==> src/design/wresp_config.svh <==
// Build-time sizes for the write-response bank; capacity must be a power of two
// Identifier field sits in the low bits of every message
`ifndef WRESP_CONFIG_SVH
`define WRESP_CONFIG_SVH

`define WRESP_MSG_W 32
`define WRESP_ID_W 4
`define WRESP_NUM_IDS (1 << `WRESP_ID_W)
`define WRESP_CAPACITY 16
// Slot address width, log2 of the capacity
`define WRESP_ADDR_W $clog2(`WRESP_CAPACITY)

`endif
==> src/design/wresp_pkg.sv <==
// Shared types for the write-response bank, sized by the config macros
`default_nettype none

`include "wresp_config.svh"

package wresp_pkg;

  typedef logic [`WRESP_ADDR_W-1:0] slot_addr_t;
  typedef logic [`WRESP_ID_W-1:0] id_t;

  // One bit per slot or per identifier
  typedef logic [`WRESP_CAPACITY-1:0] slot_vec_t;
  typedef logic [`WRESP_NUM_IDS-1:0] id_vec_t;

  // Payload above, identifier in the low bits
  typedef struct packed {
    logic [`WRESP_MSG_W-`WRESP_ID_W-1:0] payload;
    id_t                                 id;
  } msg_fields_t;

  typedef union packed {
    logic [`WRESP_MSG_W-1:0] raw;
    msg_fields_t             f;
  } msg_u;

endpackage

`default_nettype wire

==> src/design/wresp_link_if.sv <==
// Storage and link-array access between controller and store
// Reads are combinational, writes land at the clock edge
`timescale 1ns/100ps
`default_nettype none

interface wresp_link_if;

  // Message array
  logic                  msg_we;
  wresp_pkg::slot_addr_t msg_waddr;
  wresp_pkg::msg_u       msg_wdata;
  wresp_pkg::slot_addr_t msg_raddr;
  wresp_pkg::msg_u       msg_rdata;

  // Next-slot link array, port a follows fill heads, port b follows tails
  logic                  link_we;
  wresp_pkg::slot_addr_t link_waddr;
  wresp_pkg::slot_addr_t link_wdata;
  wresp_pkg::slot_addr_t link_raddr_a;
  wresp_pkg::slot_addr_t link_rdata_a;
  wresp_pkg::slot_addr_t link_raddr_b;
  wresp_pkg::slot_addr_t link_rdata_b;

  modport ctrl (
    output msg_we, msg_waddr, msg_wdata, msg_raddr,
    output link_we, link_waddr, link_wdata, link_raddr_a, link_raddr_b,
    input  msg_rdata, link_rdata_a, link_rdata_b
  );

  modport store (
    input  msg_we, msg_waddr, msg_wdata, msg_raddr,
    input  link_we, link_waddr, link_wdata, link_raddr_a, link_raddr_b,
    output msg_rdata, link_rdata_a, link_rdata_b
  );

endinterface

`default_nettype wire

==> src/design/wresp_bank_top.sv <==
// Write-response bank with per-identifier ordering over one shared slot pool
// Sizes are fixed by the config macros; in_ready_o depends on in_valid_i
`timescale 1ns/100ps
`default_nettype none

`include "wresp_config.svh"

module wresp_bank_top (
  input  logic                      clk_i,
  input  logic                      rst_ni,

  // Reservation
  input  logic [`WRESP_ID_W-1:0]     res_id_i,
  input  logic                      res_ready_i,
  output logic                      res_valid_o,
  output logic [`WRESP_ADDR_W-1:0]   res_addr_o,

  // Message input
  input  logic [`WRESP_MSG_W-1:0]    in_data_i,
  input  logic                      in_valid_i,
  output logic                      in_ready_o,

  // Message output
  output logic [`WRESP_MSG_W-1:0]    out_data_o,
  output logic                      out_valid_o,
  input  logic                      out_ready_i,

  // Release gating and freed slot
  input  logic [`WRESP_CAPACITY-1:0] release_en_i,
  output logic [`WRESP_CAPACITY-1:0] released_onehot_o
);

  logic                                        any_free;
  logic                                        occupy;
  wresp_pkg::slot_addr_t                       occupy_addr;
  wresp_pkg::slot_addr_t [`WRESP_NUM_IDS-1:0]  tails;
  wresp_pkg::id_vec_t                          nonempty;
  logic                                        pick_valid;
  wresp_pkg::id_t                              pick_id;
  wresp_pkg::slot_addr_t                       pick_addr;

  wresp_link_if link_bus ();

  wresp_bank_ctrl ctrl0 (
    .clk_i         (clk_i),
    .rst_ni        (rst_ni),
    .res_id_i      (res_id_i),
    .res_ready_i   (res_ready_i),
    .res_valid_o   (res_valid_o),
    .in_data_i     (in_data_i),
    .in_valid_i    (in_valid_i),
    .in_ready_o    (in_ready_o),
    .out_data_o    (out_data_o),
    .out_valid_o   (out_valid_o),
    .out_ready_i   (out_ready_i),
    .free_addr_i   (res_addr_o),
    .any_free_i    (any_free),
    .occupy_o      (occupy),
    .occupy_addr_o (occupy_addr),
    .free_onehot_o (released_onehot_o),
    .tails_o       (tails),
    .nonempty_o    (nonempty),
    .pick_valid_i  (pick_valid),
    .pick_id_i     (pick_id),
    .pick_addr_i   (pick_addr),
    .link          (link_bus.ctrl)
  );

  wresp_slot_alloc alloc0 (
    .clk_i         (clk_i),
    .rst_ni        (rst_ni),
    .occupy_i      (occupy),
    .occupy_addr_i (occupy_addr),
    .free_onehot_i (released_onehot_o),
    .free_addr_o   (res_addr_o),
    .any_free_o    (any_free)
  );

  wresp_msg_store store0 (
    .clk_i  (clk_i),
    .rst_ni (rst_ni),
    .link   (link_bus.store)
  );

  wresp_release_pick pick0 (
    .tails_i      (tails),
    .nonempty_i   (nonempty),
    .release_en_i (release_en_i),
    .pick_valid_o (pick_valid),
    .pick_id_o    (pick_id),
    .pick_addr_o  (pick_addr)
  );

endmodule

`default_nettype wire

==> src/design/wresp_bank_ctrl.sv <==
// Per-identifier list state and all handshake decisions
// A message is only accepted for an identifier with a reserved, unfilled slot
`timescale 1ns/100ps
`default_nettype none

`include "wresp_config.svh"

module wresp_bank_ctrl (
  input  logic                                       clk_i,
  input  logic                                       rst_ni,
  input  wresp_pkg::id_t                             res_id_i,
  input  logic                                       res_ready_i,
  output logic                                       res_valid_o,
  input  wresp_pkg::msg_u                            in_data_i,
  input  logic                                       in_valid_i,
  output logic                                       in_ready_o,
  output wresp_pkg::msg_u                            out_data_o,
  output logic                                       out_valid_o,
  input  logic                                       out_ready_i,
  input  wresp_pkg::slot_addr_t                      free_addr_i,
  input  logic                                       any_free_i,
  output logic                                       occupy_o,
  output wresp_pkg::slot_addr_t                      occupy_addr_o,
  output wresp_pkg::slot_vec_t                       free_onehot_o,
  output wresp_pkg::slot_addr_t [`WRESP_NUM_IDS-1:0] tails_o,
  output wresp_pkg::id_vec_t                         nonempty_o,
  input  logic                                       pick_valid_i,
  input  wresp_pkg::id_t                             pick_id_i,
  input  wresp_pkg::slot_addr_t                      pick_addr_i,
  wresp_link_if.ctrl                                 link
);

  // Counts reach the full capacity, so one extra bit
  typedef logic [`WRESP_ADDR_W:0] cnt_t;

  wresp_pkg::id_t                              in_id;
  logic                                        res_hs;
  logic                                        in_hs;
  logic                                        out_hs;
  logic                                        load;
  wresp_pkg::slot_addr_t [`WRESP_NUM_IDS-1:0]  res_tails;
  wresp_pkg::slot_addr_t [`WRESP_NUM_IDS-1:0]  fill_heads;
  wresp_pkg::id_vec_t                          has_reserved;
  wresp_pkg::id_vec_t                          list_empty;

  logic                  out_valid_q;
  wresp_pkg::msg_u       out_data_q;
  wresp_pkg::slot_addr_t out_addr_q;

  assign in_id = in_data_i.f.id;

  // Handshakes
  assign res_valid_o = any_free_i;
  assign res_hs      = any_free_i & res_ready_i;
  assign in_ready_o  = in_valid_i & has_reserved[in_id];
  assign in_hs       = in_valid_i & in_ready_o;
  assign out_hs      = out_valid_q & out_ready_i;
  // Output register takes a new message when empty or draining
  assign load        = pick_valid_i & (~out_valid_q | out_ready_i);

  assign occupy_o      = res_hs;
  assign occupy_addr_o = free_addr_i;

  // Fill goes to the identifier's fill head, read-out comes from the picked tail
  assign link.msg_we       = in_hs;
  assign link.msg_waddr    = fill_heads[in_id];
  assign link.msg_wdata    = in_data_i;
  assign link.msg_raddr    = pick_addr_i;
  assign link.link_raddr_a = fill_heads[in_id];
  assign link.link_raddr_b = pick_addr_i;

  // Chain a new reservation behind the last one, unless the list is empty
  assign link.link_we    = res_hs & ~list_empty[res_id_i];
  assign link.link_waddr = res_tails[res_id_i];
  assign link.link_wdata = free_addr_i;

  for (genvar g = 0; g < `WRESP_NUM_IDS; g++) begin : g_id
    logic                  res_hit;
    logic                  fill_hit;
    logic                  load_hit;
    logic                  drains;
    wresp_pkg::slot_addr_t res_tail_q;
    wresp_pkg::slot_addr_t fill_head_q;
    wresp_pkg::slot_addr_t tail_q;
    cnt_t                  res_cnt_q;
    cnt_t                  fill_cnt_q;

    assign res_hit  = res_hs & (res_id_i == wresp_pkg::id_t'(g));
    assign fill_hit = in_hs & (in_id == wresp_pkg::id_t'(g));
    assign load_hit = load & (pick_id_i == wresp_pkg::id_t'(g));
    // Nothing left in the list once this cycle's load is taken
    assign drains   = (res_cnt_q == '0) & (fill_cnt_q == cnt_t'(load_hit));

    always_ff @(posedge clk_i or negedge rst_ni) begin
      if (!rst_ni) begin
        res_tail_q  <= '0;
        fill_head_q <= '0;
        tail_q      <= '0;
        res_cnt_q   <= '0;
        fill_cnt_q  <= '0;
      end else begin
        if (res_hit) begin
          res_tail_q <= free_addr_i;
        end
        // New slot is the fill head when no other reserved slot remains
        if (res_hit && ((res_cnt_q == '0) || ((res_cnt_q == cnt_t'(1)) && fill_hit))) begin
          fill_head_q <= free_addr_i;
        end else if (fill_hit) begin
          fill_head_q <= link.link_rdata_a;
        end
        if (res_hit && drains) begin
          tail_q <= free_addr_i;
        end else if (load_hit) begin
          tail_q <= link.link_rdata_b;
        end
        res_cnt_q  <= res_cnt_q + cnt_t'(res_hit) - cnt_t'(fill_hit);
        fill_cnt_q <= fill_cnt_q + cnt_t'(fill_hit) - cnt_t'(load_hit);
      end
    end

    assign res_tails[g]    = res_tail_q;
    assign fill_heads[g]   = fill_head_q;
    assign tails_o[g]      = tail_q;
    assign has_reserved[g] = (res_cnt_q != '0);
    assign nonempty_o[g]   = (fill_cnt_q != '0);
    assign list_empty[g]   = (res_cnt_q == '0) & (fill_cnt_q == '0);
  end

  // One-entry output register
  always_ff @(posedge clk_i or negedge rst_ni) begin
    if (!rst_ni) begin
      out_valid_q <= 1'b0;
    end else if (load) begin
      out_valid_q <= 1'b1;
    end else if (out_hs) begin
      out_valid_q <= 1'b0;
    end
  end

  always_ff @(posedge clk_i) begin
    if (load) begin
      out_data_q <= link.msg_rdata;
      out_addr_q <= pick_addr_i;
    end
  end

  assign out_valid_o = out_valid_q;
  assign out_data_o  = out_data_q;

  // Slot is released at the output handshake
  assign free_onehot_o = out_hs ? (wresp_pkg::slot_vec_t'(1) << out_addr_q) : '0;

endmodule

`default_nettype wire

==> src/design/wresp_release_pick.sv <==
// Picks the lowest identifier whose oldest message is release-enabled
// Tails of identifiers without stored messages are ignored
`timescale 1ns/100ps
`default_nettype none

`include "wresp_config.svh"

module wresp_release_pick (
  input  wresp_pkg::slot_addr_t [`WRESP_NUM_IDS-1:0] tails_i,
  input  wresp_pkg::id_vec_t                         nonempty_i,
  input  wresp_pkg::slot_vec_t                       release_en_i,
  output logic                                       pick_valid_o,
  output wresp_pkg::id_t                             pick_id_o,
  output wresp_pkg::slot_addr_t                      pick_addr_o
);

  wresp_pkg::id_vec_t eligible;

  for (genvar g = 0; g < `WRESP_NUM_IDS; g++) begin : g_elig
    assign eligible[g] = nonempty_i[g] & release_en_i[tails_i[g]];
  end

  assign pick_valid_o = |eligible;

  // Scan downwards so the lowest eligible identifier is kept
  always_comb begin
    pick_id_o = '0;
    for (int i = `WRESP_NUM_IDS - 1; i >= 0; i--) begin
      if (eligible[i]) begin
        pick_id_o = wresp_pkg::id_t'(i);
      end
    end
  end

  assign pick_addr_o = tails_i[pick_id_o];

endmodule

`default_nettype wire

==> src/design/wresp_msg_store.sv <==
// Flop-based message and link arrays, combinational reads
// Read data reflects the array before this cycle's writes
`timescale 1ns/100ps
`default_nettype none

`include "wresp_config.svh"

module wresp_msg_store (
  input  logic        clk_i,
  input  logic        rst_ni,
  wresp_link_if.store link
);

  logic [`WRESP_MSG_W-1:0]                      msg_mem [`WRESP_CAPACITY];
  wresp_pkg::slot_addr_t [`WRESP_CAPACITY-1:0]  link_q;

  // Messages are held as raw words
  always_ff @(posedge clk_i) begin
    if (link.msg_we) begin
      msg_mem[link.msg_waddr] <= link.msg_wdata.raw;
    end
  end

  always_ff @(posedge clk_i or negedge rst_ni) begin
    if (!rst_ni) begin
      link_q <= '0;
    end else if (link.link_we) begin
      link_q[link.link_waddr] <= link.link_wdata;
    end
  end

  assign link.msg_rdata.raw = msg_mem[link.msg_raddr];

  // Next slot after the fill head and after the tail
  assign link.link_rdata_a  = link_q[link.link_raddr_a];
  assign link.link_rdata_b  = link_q[link.link_raddr_b];

endmodule

`default_nettype wire

==> src/design/wresp_slot_alloc.sv <==
// Slot occupancy and lowest-free-slot search
// Occupy and free never target the same slot in one cycle
`timescale 1ns/100ps
`default_nettype none

`include "wresp_config.svh"

module wresp_slot_alloc (
  input  logic                  clk_i,
  input  logic                  rst_ni,
  input  logic                  occupy_i,
  input  wresp_pkg::slot_addr_t occupy_addr_i,
  input  wresp_pkg::slot_vec_t  free_onehot_i,
  output wresp_pkg::slot_addr_t free_addr_o,
  output logic                  any_free_o
);

  wresp_pkg::slot_vec_t occ_q;
  wresp_pkg::slot_vec_t occ_set;

  assign occ_set = occupy_i ? (wresp_pkg::slot_vec_t'(1) << occupy_addr_i) : '0;

  always_ff @(posedge clk_i or negedge rst_ni) begin
    if (!rst_ni) begin
      occ_q <= '0;
    end else begin
      occ_q <= (occ_q | occ_set) & ~free_onehot_i;
    end
  end

  assign any_free_o = ~&occ_q;

  // Priority encoder, lowest clear bit wins
  always_comb begin
    free_addr_o = '0;
    for (int a = `WRESP_CAPACITY - 1; a >= 0; a--) begin
      if (!occ_q[a]) begin
        free_addr_o = wresp_pkg::slot_addr_t'(a);
      end
    end
  end

endmodule

`default_nettype wire

==> config.mk <==
export PLATFORM = sky130hd
export DESIGN_NAME = wresp_bank_top
export DESIGN_NICKNAME = d
export VERILOG_FILES = /design/src/design/wresp_pkg.sv /design/src/design/wresp_link_if.sv /design/src/design/wresp_bank_top.sv /design/src/design/wresp_bank_ctrl.sv /design/src/design/wresp_release_pick.sv /design/src/design/wresp_msg_store.sv /design/src/design/wresp_slot_alloc.sv
export VERILOG_INCLUDE_DIRS = /design/src /design/src/design
export SDC_FILE = /design/constraint.sdc
export NUM_CORES = 2
export LEC_CHECK = 0
export ABC_AREA = 1
export BUFFER_PORTS_ARGS = -buffer_cell sky130_fd_sc_hd__buf_2
export CAP_MARGIN = 40
export CORE_MARGIN = 5
export CORE_UTILIZATION = 63
export DETAILED_ROUTE_END_ITERATION = 10
export MAX_ROUTING_LAYER = met4
export PLACE_DENSITY_LB_ADDON = 0.05
export SETUP_SLACK_MARGIN = 0.4
export SYNTH_ARGS = -nofsm -noshare
export SYNTH_HDL_FRONTEND = slang
export SYNTH_SLANG_ARGS = --single-unit
==> constraint.sdc <==
create_clock -name clk_i -period 6.8 [get_ports clk_i]
set_input_delay 1.36 -clock clk_i [delete_from_list [all_inputs] [get_ports clk_i]]
set_output_delay 1.36 -clock clk_i [all_outputs]
set_load 0.005 [all_outputs]
== Word level (Yosys, flattened, before mapping) ==
Memory sizes are Yosys's and may differ from the RTL's. A register that Yosys moved wholly into a read port is not among the register bits.
Cells that the tools add are included.

* Bits in registers: 437
* Bits in writable memories: 512
* Output and inout port bits: 55
* Memories kept: 1

* Add/subtract/negate cells: 64
* Magnitude comparators: 23
* Eq/ne operators: 77
* Shift operators: 2
* Mux-type cells: 151
* Bitwise gates (word level): 108
* Reduce and logical (&&, ||, !) cells: 168

{| class="wikitable"
|+ Memories
! name !! words !! width !! rd ports !! clocked after memory_dff !! write ports !! line !! source
|-
| store0.msg_mem || 16 || 32 || 1 || 1 || 1 || wresp_msg_store.sv:14 || <nowiki>logic [`WRESP_MSG_W-1:0] msg_mem [`WRESP_CAPACITY];</nowiki>
|}

{| class="wikitable"
|+ Operators with widths
! operator !! number
|-
| two-way mux 4 bit || 102
|-
| adder 5 x 1 -> 5 bit || 32
|-
| zero test 5 bit || 32
|-
| nonzero test 5 bit || 32
|-
| subtractor 5 x 1 -> 5 bit || 32
|-
| < comparator 4 x 5 -> 1 bit (second input constant) || 22
|-
| AND 1 bit || 102
|-
| equality test 4 bit (second input constant) || 24
|-
| binary-select mux 4 bit (select 4 bit) || 5
|-
| equality test 5 x 1 -> 1 bit || 16
|-
| equality test 5 x 1 -> 1 bit (second input constant) || 16
|-
| binary-select mux 1 bit (select 4 bit) || 18
|-
| nonzero test 2 bit || 33
|-
| bitwise mux 64 bit || 1
|-
| logical AND 1 bit || 49
|-
| equality test 4 x 3 -> 1 bit (second input constant) || 12
|-
| two-way mux 16 bit || 2
|-
| << shifter 1 x 4 -> 16 bit (first input constant) || 2
|-
| equality test 4 x 2 -> 1 bit (second input constant) || 6
|-
| two-way mux 1 bit || 22
|-
| AND 16 bit || 1
|-
| demux 4 bit (select 4 bit) || 1
|-
| logical OR 1 bit || 16
|-
| NOT 16 bit || 1
|-
| other kinds (9) || 14
|}

== Longest topological paths before layout ==
* Word-level depth: 25
* Mapped depth: 40
* Mapped depth without buffers: 36

== By module ==
A second synthesis with hierarchy kept.

* Cells, all modules: 6008
* Area, all modules: 52908.2 µm²

{| class="wikitable"
|+ Modules (own cells, without submodules)
! module !! instances !! cells each !! area an instance (µm²)
|-
| wresp_msg_store || 1 || 2659 || 25996.2
|-
| wresp_bank_ctrl || 1 || 2556 || 22880.7
|-
| wresp_release_pick || 1 || 688 || 3240.6
|-
| wresp_slot_alloc || 1 || 105 || 790.8
|}

== Worst setup path after synthesis ==
Ideal clock, no wire load.

* Kind: input-to-reg
* Start: input port release_en_i[7]
* End: register ctrl0.g_id[2].fill_cnt_q[4]
* Library setup time: 0.128 ns
* Arrival: 5.635 ns
* Required time: 6.672 ns
* Slack: 1.037 ns
* Stages: 24
* Path buffers: 2
* Cells stage by stage: buf_2 > buf_2 > nor2_1 > o22ai_1 > nor2_1 > o31ai_1 > o21ai_1 > nand2_1 > nor2_1 > nand2_1 > inv_1 > a21oi_2 > inv_1 > nor2_1 > inv_1 > nor2_1 > ha_1 > inv_1 > ha_1 > inv_1 > fa_1 > o21ai_0 > a21oi_1 > xor2_1

* Elaborated cells on any way between the ends: 69
* Classes of those cells: add/sub: 1; eq/ne: 1; mux: 48; bitwise: 18; reduce/logical: 1

{| class="wikitable"
|+ RTL lines
! element !! line !! source
|-
| start, declared || wresp_bank_top.sv:29 || <nowiki>input logic [`WRESP_CAPACITY-1:0] release_en_i,</nowiki>
|-
| binary-select mux 1 bit (select 4 bit) || wresp_release_pick.sv:20 || <nowiki>assign eligible[g] = nonempty_i[g] & release_en_i[tails_i[g]];</nowiki>
|-
| two-way mux 1 bit (implied by the code) || wresp_release_pick.sv:20 ||
|-
| AND 1 bit || wresp_release_pick.sv:20 ||
|-
| OR reduction 16 bit * || wresp_release_pick.sv:23 || <nowiki>assign pick_valid_o = |eligible;</nowiki>
|-
| AND 1 bit * || wresp_bank_ctrl.sv:59 || <nowiki>assign load = pick_valid_i & (~out_valid_q | out_ready_i);</nowiki>
|-
| named net ctrl0.load || wresp_bank_ctrl.sv:40 || <nowiki>logic load;</nowiki>
|-
| AND 1 bit * || wresp_bank_ctrl.sv:90 || <nowiki>assign load_hit = load & (pick_id_i == wresp_pkg::id_t'(g));</nowiki>
|-
| subtractor 5 x 1 -> 5 bit * || wresp_bank_ctrl.sv:117 || <nowiki>fill_cnt_q <= fill_cnt_q + cnt_t'(fill_hit) - cnt_t'(load_hit);</nowiki>
|-
| end signal, assigned || wresp_bank_ctrl.sv:117 ||
|-
| end, declared || wresp_bank_ctrl.sv:86 || <nowiki>cnt_t fill_cnt_q;</nowiki>
|}

The timed path passes the listed nets; every way through them passes the cells marked *. The select of a mux whose other input is x is not followed.
A chain may end at the register's enable or synchronous reset.

== Worst setup path after layout ==
* Start: input port release_en_i[12]
* End: register ctrl0.out_data_q, in the netlist ctrl0.out_data_o[30], read port of store0.msg_mem (data pin)

* Word-level cells in the longest chain between the ends: 21
* Elaborated cells on any way between the ends: 68
* Classes of those cells: mux: 50; bitwise: 17; reduce/logical: 1

{| class="wikitable"
|+ RTL lines
! element !! line !! source
|-
| binary-select mux 1 bit (select 4 bit) || wresp_release_pick.sv:20 ||
|-
| two-way mux 1 bit (implied by the code) || wresp_release_pick.sv:20 ||
|-
| AND 1 bit || wresp_release_pick.sv:20 ||
|-
| two-way mux 4 bit (16 in series) || wresp_release_pick.sv:29 || <nowiki>if (eligible[i]) begin</nowiki>
|-
| binary-select mux 4 bit (select 4 bit) || wresp_release_pick.sv:35 || <nowiki>assign pick_addr_o = tails_i[pick_id_o];</nowiki>
|-
| two-way mux 4 bit (implied by the code) || wresp_release_pick.sv:35 ||
|-
| end, declared || wresp_bank_ctrl.sv:47 || <nowiki>wresp_pkg::msg_u out_data_q;</nowiki>
|}

Several ways; a longest one is shown, not always the timed one. The select of a mux whose other input is x is not followed.

==> flow_summary.json <==
{
  "finalMaxSlewViolations": 0,
  "clk_pin_slew_worst_paths_ps": 60,
  "setup_ws_ps": 1260,
  "worstRegToRegCells": 24,
  "maxCapViolCount": 0,
  "postCtsSetupBuffers": 0,
  "grt_pass1_wl_mm": 218,
  "synthArstFlopShare": 0.441,
  "hold_path.startpoint": "ctrl0.g_id[15].res_tail_q[1]",
  "antenna_found_initial": 6,
  "synth_cell_types": 59,
  "hold_depth": 2,
  "relSlewSlack": 0.338,
  "arrival_ps": 5950,
  "routedLengthMet1_mm": 60.2,
  "dr_wl_met2_mm": 63.4,
  "max_freq_mhz": 181,
  "num_vias": 39100,
  "final_cell_mix": "898 x nand2_1, 615 x inv_1, 548 x edfxtp_1",
  "r2r-end": "ctrl0.out_data_o[30]",
  "min_path_type": "register to register",
  "hold_end": "ctrl0.g_id[15].res_tail_q[1]",
  "cts_tree": "done",
  "synthFlopType": "edfxtp_1",
  "worst_pin_slew_ps": 993,
  "regToRegSetupSlack_ps": 1490,
  "numCtsBuffers": 100,
  "portBuffers": 111,
  "area_growth_pct": 10.1,
  "synth-seq-cells": 981,
  "synth_edf_count": 548,
  "min_period_ps": 5540,
  "final_cells": 6404,
  "cts.root.buffer_cell": "clkbuf_16",
  "synth_area_sq_mm": 0.0500,
  "avgRoutedWirePerCell_um": 22.3,
  "top_layer": "met4",
  "first_pass_iters": 7,
  "yosys_warnings": 0,
  "postCtsHoldBufs": 0,
  "track_usage": 0.337,
  "required_ps": 7220,
  "finClkSkew_ps": 63.5,
  "start_util": 0.634,
  "status": "finished clean",
  "drive_gt1_frac": 0.103,
  "synth-seq-area-share": 0.545,
  "htreeDepth": 3,
  "rows": 103,
  "crit_path_end_kind": "register",
  "grt_max_degree": 152,
  "clk_path_buf_depth": 3,
  "pin_count": 112,
  "routabilityCongestion": 1.01,
  "cts-resized-gates": 0,
  "avgSynthCellArea_sq_um": 9.64,
  "critPathMostFrequentCell": "nand2_1",
  "dpl.hpwl_mm": 91.2,
  "hold_violations": 0,
  "grt-ovfl-total": 0,
  "finalCritPeriodShare": 0.814,
  "final_common_cell": "nand2_1",
  "dp_slack_ps": 727,
  "crit_fanout": 49,
  "r2r_start": "ctrl0.g_id[0].fill_cnt_q[2]",
  "drt-vias-per-instance": 6.10,
  "worst_path_max_delay_cell": "buf_4",
  "nets": 5543,
  "rsz0062_at_grt": "no",
  "setup_tns_ps": 0,
  "startpoint_type": "primary input",
  "core-area_sq_mm": 0.0789,
  "drc_errors": 0,
  "worstSkewPairLatency_ps": 690,
  "syn_nets": 5470,
  "drt-total-wl_mm": 143,
  "synthCells": 5189,
  "grt_pass1_vias": 37400,
  "postRouteAntennaNets": 0,
  "cpPeakStageDelay_ps": 530,
  "dieArea_sq_mm": 0.0852,
  "cts.sinks": 981,
  "fill_cells": 5966,
  "setup_viol": 0,
  "fp.dieH_um": 292,
  "dp_cells": 6209,
  "wl_met3_mm": 14.7,
  "fp.dieW_um": 292,
  "worstSetupPathType": "primary input to register",
  "drt_iter0_drc": 4826
}
-- state kept, by name, summed over array words and instances, names as in the netlist --
| name | cells |
|---|---|
| ctrl0.g_id.res_tail_q | 64 |
| ctrl0.g_id.fill_cnt_q | 80 |
| ctrl0.g_id.res_cnt_q | 80 |
| store0.link_q | 64 |
| ctrl0.g_id.tail_q | 64 |
| alloc0.occ_q | 16 |
| ctrl0.g_id.fill_head_q | 64 |
| store0.msg_mem | 512 |
| ctrl0.out_valid_o | 1 |
| ctrl0.out_data_o | 32 |
| ctrl0.out_addr_q | 4 |
-- layer usage --
metal  track usage  vias up
met5             -        -
met4        0.0994        0
met3        0.0602      320
met2         0.495     2095
met1         0.488    18800
li1              -    17800
-- stage by stage --
stage	area, sq um	util	hold WS [ps]
3_3_place_gp	51500	0.653	466
2_1_floorplan	50000	-	453
4_1_cts	55100	0.698	489
6_report	55100	0.698	488
3_5_place_dp	51700	0.655	473
5_1_grt	55100	0.698	502
-- kinds of logic after synthesis --
family,count (synthesis),synth area share
xor gates and xnor gates,137,0.0240
AOI/OAI and AO/OA,1072,0.134
DFF,981,0.545
adders and majority gates,224,0.0608
buffers and inverters,862,0.0717
and+or+nand+nor,1913,0.164
-- how the worst max path moves through the flow --
stage                                 from                          end  slack [ps]  cells past startpoint
final                     release_en_i[12]         ctrl0.out_data_o[30]        1260                     27
after global routing      release_en_i[12]         ctrl0.out_data_o[30]        1060                     27
after CTS                 release_en_i[12]         ctrl0.out_data_o[30]        1390                     27
after detailed placement  release_en_i[12]         ctrl0.out_data_o[30]         730                     27
after global placement     release_en_i[8]      ctrl0.g_id[5].tail_q[2]         850                     27
after floorplan            release_en_i[7]  ctrl0.g_id[2].fill_cnt_q[4]        1040                     24
-- worst max-delay path: cells and delay by family --
kind	cells	cell delay, ps
and+or+nand+nor	13	1580
AOI/OAI and AO/OA	7	1460
buffers and inverters	7	1460
-- final cells by class --
cell class,instances,area [sq um],share of cell area
multi-input cells,3346,19300,0.351
well taps,1050,1310,0.0238
clock inverters,47,579,0.0105
flip-flops and latches,981,27300,0.495
inverters,653,2460,0.0447
repair buffers,180,1260,0.0229
diodes,8,20.0,0.000363
clock buffers,139,2830,0.0514
-- synthesized netlist by cell type, types with 16 or more instances --
cell	number	share of area
edfxtp_1	548	0.33
dfrtp_1	433	0.22
inv_1	615	0.046
inv_2	19	0.0014
buf_4	26	0.0039
nor4_1	21	0.0026
o21ai_0	428	0.043
o21ai_1	20	0.0020
o221ai_1	51	0.0089
xnor2_1	37	0.0065
clkbuf_1	78	0.0059
buf_2	83	0.0083
nand2_1	901	0.068
nor3_1	37	0.0037
xor2_1	100	0.018
fa_1	32	0.013
buf_6	18	0.0041
o22ai_1	38	0.0048
a22oi_1	78	0.012
o211ai_1	307	0.046
nand4_1	28	0.0035
a21oi_1	115	0.012
nand3_1	278	0.028
clkinv_1	16	0.0012
nor2_1	483	0.036
or2_2	134	0.017
ha_1	192	0.048
Power is not shown: default switching activity piles up to over one toggle a cycle in this logic, so the estimate is an artifact.
